File: src/ex_pkg.sv
/*
    shared types and vtype field positions for the execute stage
    imported by every module of the stage
*/
package ex_pkg;

    // data word for operands, results and addresses
    typedef logic [31:0] word_t;

    // architectural register index
    typedef logic [4:0] reg_idx_t;

    // alu operation select
    typedef enum logic [3:0] {
        ALU_ADD  = 4'd0,
        ALU_SUB  = 4'd1,
        ALU_SLL  = 4'd2,
        ALU_SLT  = 4'd3,
        ALU_SLTU = 4'd4,
        ALU_XOR  = 4'd5,
        ALU_SRL  = 4'd6,
        ALU_SRA  = 4'd7,
        ALU_OR   = 4'd8,
        ALU_AND  = 4'd9
    } alu_op_t;

    // operand a source
    typedef enum logic [1:0] {
        A_RS1   = 2'd0,
        A_IMM_S = 2'd1,
        A_PC    = 2'd2,
        A_ZERO  = 2'd3
    } alu_a_sel_t;

    // operand b source
    typedef enum logic [1:0] {
        B_RS1   = 2'd0,
        B_RS2   = 2'd1,
        B_IMM   = 2'd2,
        B_IMM_U = 2'd3
    } alu_b_sel_t;

    // conditional branch kind, BR_NONE for everything else
    typedef enum logic [2:0] {
        BR_NONE = 3'd0,
        BR_EQ   = 3'd1,
        BR_NE   = 3'd2,
        BR_LT   = 3'd3,
        BR_GE   = 3'd4,
        BR_LTU  = 3'd5,
        BR_GEU  = 3'd6
    } branch_type_t;

    // vector configuration instruction kind
    typedef enum logic [1:0] {
        NOT_CFG  = 2'd0,
        VSETVLI  = 2'd1,
        VSETIVLI = 2'd2,
        VSETVL   = 2'd3
    } vsetvl_type_t;

    // element width, encodings 3..7 illegal
    typedef enum logic [2:0] {
        SEW8  = 3'd0,
        SEW16 = 3'd1,
        SEW32 = 3'd2
    } vsew_t;

    // register group multiplier, encoding 4 illegal
    typedef enum logic [2:0] {
        LMUL1      = 3'd0,
        LMUL2      = 3'd1,
        LMUL4      = 3'd2,
        LMUL8      = 3'd3,
        LMULEIGHTH = 3'd5,
        LMULFOURTH = 3'd6,
        LMULHALF   = 3'd7
    } vlmul_t;

    typedef logic [31:0] vtype_t;

    // vtype layout, bits 30..6 reserved
    localparam int VLMUL_LSB = 0;
    localparam int VSEW_LSB  = 3;
    localparam int VILL_BIT  = 31;

endpackage

File: src/reg_file.sv
/*
    32 x 32 integer register file, two async reads and one clocked write
    x0 always reads zero
*/
`timescale 1ns/1ns

module reg_file import ex_pkg::*; (
    input  logic     CLK,
    input  logic     nRST,
    input  reg_idx_t rs1,
    input  reg_idx_t rs2,
    output word_t    rs1_data,
    output word_t    rs2_data,
    input  logic     wen,
    input  reg_idx_t rd,
    input  word_t    w_data
);

    // x1..x31 only, x0 has no storage
    word_t regs [31:1];

    always_ff @(posedge CLK, negedge nRST) begin
        if (!nRST) begin
            for (int i = 1; i < 32; i++) begin
                regs[i] <= '0;
            end
        end else if (wen && (rd != '0)) begin
            regs[rd] <= w_data;
        end
    end

    // reads bypass nothing, write-back lands next edge
    assign rs1_data = (rs1 == '0) ? '0 : regs[rs1];
    assign rs2_data = (rs2 == '0) ? '0 : regs[rs2];

endmodule

File: src/alu.sv
/*
    combinational RV32I integer alu
    shift amount comes from the low five bits of port_b
*/
`timescale 1ns/1ns

module alu import ex_pkg::*; (
    input  alu_op_t aluop,
    input  word_t   port_a,
    input  word_t   port_b,
    output word_t   port_out
);

    logic [4:0] shamt;

    assign shamt = port_b[4:0];

    always_comb begin
        case (aluop)
            ALU_ADD:  port_out = port_a + port_b;
            ALU_SUB:  port_out = port_a - port_b;
            ALU_SLL:  port_out = port_a << shamt;
            // compares give 0 or 1
            ALU_SLT:  port_out = {31'b0, $signed(port_a) < $signed(port_b)};
            ALU_SLTU: port_out = {31'b0, port_a < port_b};
            ALU_XOR:  port_out = port_a ^ port_b;
            ALU_SRL:  port_out = port_a >> shamt;
            // arithmetic shift keeps the sign
            ALU_SRA:  port_out = word_t'($signed(port_a) >>> shamt);
            ALU_OR:   port_out = port_a | port_b;
            ALU_AND:  port_out = port_a & port_b;
            default:  port_out = '0;
        endcase
    end

endmodule

File: src/branch_jump_unit.sv
/*
    branch condition and branch/jal/jalr target resolution
    brj_addr is the next pc seen by fetch
*/
`timescale 1ns/1ns

module branch_jump_unit import ex_pkg::*; (
    input  word_t        pc,
    input  word_t        rs1_val,
    input  word_t        rs2_val,
    input  branch_type_t branch_type,
    input  logic [12:0]  imm_sb,
    input  logic [20:0]  imm_uj,
    input  word_t        imm_i_ext,
    input  logic         j_sel,
    input  logic         ex_pc_sel,
    output logic         branch_taken,
    output word_t        brj_addr
);

    word_t branch_addr;
    word_t jal_addr;
    word_t jalr_addr;
    word_t jump_addr;
    word_t pc4;

    // condition check
    always_comb begin
        case (branch_type)
            BR_EQ:   branch_taken = (rs1_val == rs2_val);
            BR_NE:   branch_taken = (rs1_val != rs2_val);
            BR_LT:   branch_taken = ($signed(rs1_val) < $signed(rs2_val));
            BR_GE:   branch_taken = ($signed(rs1_val) >= $signed(rs2_val));
            BR_LTU:  branch_taken = (rs1_val < rs2_val);
            BR_GEU:  branch_taken = (rs1_val >= rs2_val);
            default: branch_taken = 1'b0;
        endcase
    end

    // pc-relative targets
    assign branch_addr = pc + {{19{imm_sb[12]}}, imm_sb};
    assign jal_addr    = pc + {{11{imm_uj[20]}}, imm_uj};

    // jalr drops bit 0 of the sum
    assign jalr_addr = (rs1_val + imm_i_ext) & ~word_t'(1);

    assign jump_addr = j_sel ? jal_addr : jalr_addr;
    assign pc4       = pc + 32'd4;

    // jumps win, then branch outcome
    always_comb begin
        if (ex_pc_sel) begin
            brj_addr = jump_addr;
        end else if (branch_taken) begin
            brj_addr = branch_addr;
        end else begin
            brj_addr = pc4;
        end
    end

endmodule

File: src/vcfg_unit.sv
/*
    vsetvl/vsetvli/vsetivli calculation of the new vl and vtype
    VLEN_BYTES sets the vector register length
*/
`timescale 1ns/1ns

module vcfg_unit import ex_pkg::*; #(
    parameter int VLEN_BYTES = 16
) (
    input  vsetvl_type_t vsetvl_type,
    input  word_t        rs1_val,
    input  word_t        rs2_val,
    input  reg_idx_t     rs1,
    input  logic [4:0]   zimm,
    input  vtype_t       vtype_imm,
    output word_t        new_vl,
    output vtype_t       new_vtype
);

    localparam word_t VLEN_W = word_t'(VLEN_BYTES);

    vtype_t vtype_req;
    word_t  avl;
    vsew_t  sew;
    vlmul_t lmul;
    logic   sew_ok;
    logic   lmul_ok;
    logic   rsvd_ok;
    logic   keep_max;
    word_t  vlmax_sew;
    word_t  vlmax;

    // requested vtype and application vector length
    assign vtype_req = (vsetvl_type == VSETVL) ? vtype_t'(rs2_val) : vtype_imm;
    assign avl       = (vsetvl_type == VSETIVLI) ? {27'b0, zimm} : rs1_val;

    assign sew     = vsew_t'(vtype_req[VSEW_LSB +: 3]);
    assign lmul    = vlmul_t'(vtype_req[VLMUL_LSB +: 3]);
    // reserved field sits between vsew and vill
    assign rsvd_ok = (vtype_req[VILL_BIT-1:VSEW_LSB+3] == '0);

    // elements per register for this sew
    always_comb begin
        sew_ok = 1'b1;
        case (sew)
            SEW8:    vlmax_sew = VLEN_W;
            SEW16:   vlmax_sew = VLEN_W >> 1;
            SEW32:   vlmax_sew = VLEN_W >> 2;
            default: begin
                sew_ok    = 1'b0;
                vlmax_sew = '0;
            end
        endcase
    end

    // scale by register group size
    always_comb begin
        lmul_ok = 1'b1;
        case (lmul)
            LMUL1:      vlmax = vlmax_sew;
            LMUL2:      vlmax = vlmax_sew << 1;
            LMUL4:      vlmax = vlmax_sew << 2;
            LMUL8:      vlmax = vlmax_sew << 3;
            LMULHALF:   vlmax = vlmax_sew >> 1;
            LMULFOURTH: vlmax = vlmax_sew >> 2;
            LMULEIGHTH: vlmax = vlmax_sew >> 3;
            default: begin
                lmul_ok = 1'b0;
                vlmax   = '0;
            end
        endcase
    end

    // rs1 = x0 asks for vlmax, except on vsetivli
    assign keep_max = (rs1 == '0) && ((vsetvl_type == VSETVL) || (vsetvl_type == VSETVLI));

    always_comb begin
        new_vtype = vtype_req;
        if (!(sew_ok && lmul_ok && rsvd_ok)) begin
            // illegal config: only vill, and vl forced to zero
            new_vtype           = '0;
            new_vtype[VILL_BIT] = 1'b1;
            new_vl              = '0;
        end else if (keep_max) begin
            new_vl = vlmax;
        end else begin
            // strip-mining clamp
            new_vl = (avl < vlmax) ? avl : vlmax;
        end
    end

endmodule

File: src/execute_stage.sv
/*
    execute stage of the in-order RV32I pipeline with vector configuration
    operands, alu, branch resolution and vl/vtype feed the EX/MEM register
*/
`timescale 1ns/1ns

module execute_stage import ex_pkg::*; #(
    parameter int VLEN_BYTES = 16
) (
    input  logic         CLK,
    input  logic         nRST,
    // decoded instruction
    input  logic         valid,
    input  word_t        pc,
    input  reg_idx_t     rs1,
    input  reg_idx_t     rs2,
    input  reg_idx_t     rd,
    input  logic         wen,
    input  logic         illegal,
    input  alu_op_t      alu_op,
    input  alu_a_sel_t   alu_a_sel,
    input  alu_b_sel_t   alu_b_sel,
    input  logic         imm_shamt_sel,
    input  logic [4:0]   shamt,
    input  logic [11:0]  imm_i,
    input  logic [11:0]  imm_s,
    input  logic [12:0]  imm_sb,
    input  logic [20:0]  imm_uj,
    input  word_t        imm_u,
    input  branch_type_t branch_type,
    input  logic         j_sel,
    input  logic         ex_pc_sel,
    input  vsetvl_type_t vsetvl_type,
    input  vtype_t       vtype_imm,
    input  logic [4:0]   zimm,
    // forwarding from memory stage
    input  logic         fwd_rs1,
    input  logic         fwd_rs2,
    input  word_t        fwd_data,
    // write-back port
    input  logic         wb_wen,
    input  reg_idx_t     wb_rd,
    input  word_t        wb_data,
    // hazard control
    input  logic         stall,
    input  logic         flush,
    // EX/MEM register
    output logic         mem_valid,
    output reg_idx_t     mem_rd,
    output logic         mem_reg_write,
    output logic         mem_illegal,
    output logic         mem_branch_taken,
    output word_t        mem_result,
    output word_t        mem_brj_addr,
    output vtype_t       mem_vtype
);

    word_t  rs1_data;
    word_t  rs2_data;
    word_t  rs1_val;
    word_t  rs2_val;
    word_t  imm_i_ext;
    word_t  imm_s_ext;
    word_t  imm_or_shamt;
    word_t  port_a;
    word_t  port_b;
    word_t  alu_out;
    logic   branch_taken;
    word_t  brj_addr;
    word_t  new_vl;
    vtype_t new_vtype;
    logic   is_cfg;
    word_t  ex_result;
    vtype_t ex_vtype;

    reg_file u_reg_file (
        .CLK      (CLK),
        .nRST     (nRST),
        .rs1      (rs1),
        .rs2      (rs2),
        .rs1_data (rs1_data),
        .rs2_data (rs2_data),
        .wen      (wb_wen),
        .rd       (wb_rd),
        .w_data   (wb_data)
    );

    // memory stage result replaces the stale register value
    assign rs1_val = fwd_rs1 ? fwd_data : rs1_data;
    assign rs2_val = fwd_rs2 ? fwd_data : rs2_data;

    assign imm_i_ext = {{20{imm_i[11]}}, imm_i};
    assign imm_s_ext = {{20{imm_s[11]}}, imm_s};

    // shift-immediate forms use shamt instead of imm_i
    assign imm_or_shamt = imm_shamt_sel ? {27'b0, shamt} : imm_i_ext;

    always_comb begin
        case (alu_a_sel)
            A_RS1:   port_a = rs1_val;
            A_IMM_S: port_a = imm_s_ext;
            A_PC:    port_a = pc;
            default: port_a = '0;
        endcase
    end

    always_comb begin
        case (alu_b_sel)
            B_RS1:   port_b = rs1_val;
            B_RS2:   port_b = rs2_val;
            B_IMM:   port_b = imm_or_shamt;
            default: port_b = imm_u;
        endcase
    end

    alu u_alu (
        .aluop    (alu_op),
        .port_a   (port_a),
        .port_b   (port_b),
        .port_out (alu_out)
    );

    branch_jump_unit u_branch_jump_unit (
        .pc           (pc),
        .rs1_val      (rs1_val),
        .rs2_val      (rs2_val),
        .branch_type  (branch_type),
        .imm_sb       (imm_sb),
        .imm_uj       (imm_uj),
        .imm_i_ext    (imm_i_ext),
        .j_sel        (j_sel),
        .ex_pc_sel    (ex_pc_sel),
        .branch_taken (branch_taken),
        .brj_addr     (brj_addr)
    );

    vcfg_unit #(
        .VLEN_BYTES (VLEN_BYTES)
    ) u_vcfg_unit (
        .vsetvl_type (vsetvl_type),
        .rs1_val     (rs1_val),
        .rs2_val     (rs2_val),
        .rs1         (rs1),
        .zimm        (zimm),
        .vtype_imm   (vtype_imm),
        .new_vl      (new_vl),
        .new_vtype   (new_vtype)
    );

    // config instructions write vl to rd
    assign is_cfg    = (vsetvl_type != NOT_CFG);
    assign ex_result = is_cfg ? new_vl : alu_out;
    assign ex_vtype  = is_cfg ? new_vtype : '0;

    // stall beats flush
    always_ff @(posedge CLK, negedge nRST) begin
        if (!nRST) begin
            mem_valid        <= 1'b0;
            mem_rd           <= '0;
            mem_reg_write    <= 1'b0;
            mem_illegal      <= 1'b0;
            mem_branch_taken <= 1'b0;
            mem_result       <= '0;
            mem_brj_addr     <= '0;
            mem_vtype        <= '0;
        end else if (!stall) begin
            if (flush) begin
                mem_valid        <= 1'b0;
                mem_rd           <= '0;
                mem_reg_write    <= 1'b0;
                mem_illegal      <= 1'b0;
                mem_branch_taken <= 1'b0;
                mem_result       <= '0;
                mem_brj_addr     <= '0;
                mem_vtype        <= '0;
            end else begin
                mem_valid        <= valid;
                mem_rd           <= rd;
                // illegal squashes the control bits
                mem_reg_write    <= wen && !illegal;
                mem_branch_taken <= branch_taken && !illegal;
                mem_illegal      <= illegal;
                mem_result       <= ex_result;
                mem_brj_addr     <= brj_addr;
                mem_vtype        <= ex_vtype;
            end
        end
    end

endmodule

File: config.mk
export PLATFORM = sky130hd
export DESIGN_NAME = execute_stage
export DESIGN_NICKNAME = d
export VERILOG_FILES = /design/src/ex_pkg.sv /design/src/reg_file.sv /design/src/alu.sv /design/src/branch_jump_unit.sv /design/src/vcfg_unit.sv /design/src/execute_stage.sv
export SDC_FILE = /design/constraint.sdc
export NUM_CORES = 2
export LEC_CHECK = 0
export ABC_AREA = 1
export BUFFER_PORTS_ARGS = -buffer_cell sky130_fd_sc_hd__buf_2
export CAP_MARGIN = 20
export CORE_UTILIZATION = 40
export DETAILED_ROUTE_END_ITERATION = 12
export HOLD_SLACK_MARGIN = 0.12
export PLACE_DENSITY = 0.53
export SLEW_MARGIN = 15
export SYNTH_ARGS = -nofsm -noshare
export SYNTH_HDL_FRONTEND = slang
export SYNTH_SLANG_ARGS = --single-unit
File: constraint.sdc
create_clock -name CLK -period 5.5 [get_ports CLK]
set_input_delay 0.55 -clock CLK [delete_from_list [all_inputs] [get_ports CLK]]
set_output_delay 0.55 -clock CLK [all_outputs]
set_load 0.05 [all_outputs]
==> results by group <==
STA
  • Slew Viols, Final: 0
  • Tightest Pin Transition: 1240 ps
  • Fmax: 191.7 MHz
  • Hold Fails Final Rpt: 0
  • Setup tns final: 0 ps
  • Slew margin rel.: ~17%
  • Setup violators final: 0
  • RSZ-0062 raised after global routing: no
  • Fin worst setup slack: between 200 and 300 ps
  • Period utilisation layout: 94.83%
  • Worst clock skew: 59.68 ps
  • Final worst path period need: 5216 ps

Setup path
  • Crit path max fanout: 30
  • Worst Path Class, Setup: input port to flop
  • Reg2Reg Depth: 36
  • Critical R2R Launch: u_reg_file.regs[704]
  • CP arrival: around 6000 ps
  • CP Launch Type: input port
  • Reg-to-Reg End: mem_result[24]
  • Worst Setup End Kind: flop
  • Worst EP required: ~6200 ps
  • CP max stage cell: a32oi_1
  • Critical path endpoint: mem_result[28]
  • Reg2Reg Setup Slack: 310 ps
  • Worst Setup SP: rs2[0]
  • CP max stage delay: ~400 ps
  • Critical path's most frequent cell: nand2_1

Die
  • Ports: 379
  • Core area: ~190000 sq um
  • Die width: ~440 um
  • Starting Density: 40.25%
  • Die ar.: 195300 sq um
  • Die height: 442.0 um
  • FP Rows: around 160

Synthesis
  • Synth async-reset ratio: 100.0%
  • EDFF count, synth: 0
  • Gate Count Post-Synth: roughly 12k
  • Post-synthesis sequential area ratio: a little over a third
  • Register bit total from synthesis: ~1.1k
  • Post-synth cell types: 69
  • Synthesized net count: 12.10k
  • Prevailing post-synth register cell: dfrtp_1
  • Ys Warns: 0
  • Synthesized cell area: 77430 sq um
  • Syn avg cell area: between 6 and 7 sq um

Global route
  • GRT met1 Usage: 52.29%
  • Global-route wire length before repair: 586300 um
  • Vias in the first global route: 82.80k
  • Met3 track demand over resource: between 7 and 8%
  • GRT Max-Usage Layer: met2
  • Met2 track demand over resource: 64.60%
  • GR Overflow Total: 0
  • Total track usage: 40.56%
  • Maximum number of pins on one net before global-route repair: 160
  • Initial antenna violation count: 38

Routing
  • Wire per inst: 27.19 um
  • DRT Pass-1 Iters: 6
  • Remaining DRCs: 0
  • ANT nets after route: 0
  • Via-per-instance ratio: slightly below 6
  • Via count: around 88k
  • Initial DRC Count: approximately 10k
  • Routed Wire Length: approximately 410000 um

Worst hold path
  • Worst hold-check path type: input port to flop

Pwr
  • LEAKAGE: roughly 45 nW
  • Comb pwr share: between 30% and 40%
  • Internal power: 18.17 mW
  • Sequential Power Share: 36.5%
  • Peak supply drop: roughly 0.27 mV
  • Clk pwr share: 32.0%
  • Pwr/cell area: 314.6 nW/um^2
  • P_sw: around 11 mW
  • Sw Ratio: a little under two fifths

Job
  • Max cap viols: 0

Clock tree
  • CTS buffer count: 134
  • Max H-tree Level: 4
  • CTS Buffer Depth: 3
  • Clock-pin slew on the worst setup and hold paths: 60 ps
  • Root Driver: clkbuf_16
  • CTS tree: yes
  • Clock sinks: 1097
  • Clk_lat worst skew: 830 ps

Placed design
  • Number of port buffers: 378
  • Area after DPL: 87470 sq um
  • Hpwl dp: 282200 um
  • Pre-CTS setup slack: -969.6 ps
  • Final Wtd Congestion: 0.9918

Final layout
  • Nets: ~13k
  • Most frequent cells in the layout: 3097 x nand2_1, 1615 x o21ai_0, 1155 x nand3_1, 1097 x dfrtp_1, 1080 x inv_1
  • Area growth syn-to-layout: 19.58%
  • Share of layout cells above drive strength 1: 13.80%
  • Finished Cell Area: 92590 sq um
  • Commonest non-fill, non-tap cell in the layout: nand2_1
  • Fill count: between 15k and 20k

Outcome
  • Status: finished clean
[synthesized netlist by cell type, drive strengths merged, types with 8 or more instances]
library cell  number  area share [%]
nand3b            15            0.15
o21ai           1704              11
ha               229             3.7
inv             1102             5.4
nor3              68            0.45
xnor2             20            0.23
a21oi           1002             6.6
nor2             549             2.7
clkbuf           456             2.2
a211oi            11            0.11
dfrtp           1097              35
a31oi             38            0.31
o21bai            11            0.11
nand3           1164             7.5
o211ai           269             2.6
o221ai            28            0.32
buf              369             2.7
a221oi            12            0.14
o22ai             32            0.26
o21a              23            0.22
o31ai             12            0.12
a2111oi            8           0.090
nand2           3129              15
nand4             79            0.66
nor4              20            0.17
xor2              41            0.46
or2               41            0.33
[critical path, delay by kind of cell]
kind	cells	cell delay, ps
and+or+nand+nor	15	2160
AOI/OAI and AO/OA	7	1400
adders and majority gates	1	400
buffers and inverters	9	1260
[worst min-delay path by stage]
stage,startpoint,slack (ps),depth (start not counted),to
after detailed placement,mem_vtype[5],450,2,mem_vtype[5]
final,wb_data[13],150,3,u_reg_file.regs[493]
after global routing,wb_data[13],140,3,u_reg_file.regs[941]
after floorplan,nRST,250,0,mem_branch_taken
after global placement,mem_vtype[17],440,2,mem_vtype[17]
after CTS,wb_data[13],120,3,u_reg_file.regs[493]
[state kept, by name (all words and copies together), names as in the netlist]
register	flops
mem_reg_write	1
mem_branch_taken	1
mem_brj_addr	32
mem_result	32
mem_illegal	1
mem_rd	5
mem_vtype	32
u_reg_file.regs	992
mem_valid	1
[kinds of logic (layout without fill, tap and decap cells)]
family	after synthesis	count (layout)	synth area share, %
other	0	30	0
XOR/XNOR	61	61	0.6900
AND/OR/NAND/NOR	5069	5069	27.27
multiplexers	3	3	0.03878
buffers and inverters	1934	2713	10.28
flip-flops	1097	1097	35.45
AO/OA/AOI/OAI	3197	3197	22.43
adder cells (fa/ha/maj)	234	234	3.830
[routing by layer]
| metal | wire length [um] | share of wire (%) | vias up |
|---|---|---|---|
| li1 | - | - | 39993 |
| met1 | 163200 | 40 | 42155 |
| met2 | 182900 | 45 | 4660 |
| met3 | 36150 | 8.9 | 940 |
| met4 | 23620 | 5.8 | 24 |
| met5 | 161 | 0.040 | - |
[final cells by class]
cell class	instances	area, sq um	area share, %
diodes	30	75.07	0.08108
multi-input cells	8564	42310	45.69
well taps	2526	3161	3.413
repair buffers	1371	10880	11.75
flip-flops and latches	1097	27450	29.65
clock inverters	39	561.8	0.6067
inverters	1109	4207	4.543
clock buffers	194	3953	4.269
[repair_timing]
| item | in CTS | in global routing |
|---|---|---|
| pin swaps | 0 | 1 |
| cloned | 0 | 0 |
| endpoints found under the hold margin | 289 | 0 |
| gates resized for setup | 1 | 23 |
| setup buffers | 0 | 0 |
| endpoints found under the setup margin | 1 | 46 |
| hold buffers | 41 | 0 |
[metrics by stage]
| stage | instances | util, % | total power, mW | hold slack, ps |
|---|---|---|---|---|
| 2_1_floorplan | 11595 | - | 15.73 | 254.4 |
| 3_5_place_dp | 14623 | 45.47 | 19.66 | 446.5 |
| 3_3_place_gp | 14623 | 45.47 | 19.58 | 443.3 |
| 5_1_grt | 14905 | 48.10 | 30.60 | 140.1 |
| 6_report | 14930 | 48.13 | 29.13 | 145.4 |
| 4_1_cts | 14897 | 48.03 | 29.00 | 123.2 |
[power by group through the flow]
stage                     combinational (mW)  sequential, mW  clock, mW
final                                   9.19            10.6       9.31
after global placement                  8.91            10.7          0
after global routing                    10.1            10.8       9.71
after CTS                               9.04            10.6       9.39
after floorplan                         5.12            10.6          0
after detailed placement                8.97            10.7          0
No activity file was read; power rests on OpenSTA's default activity.
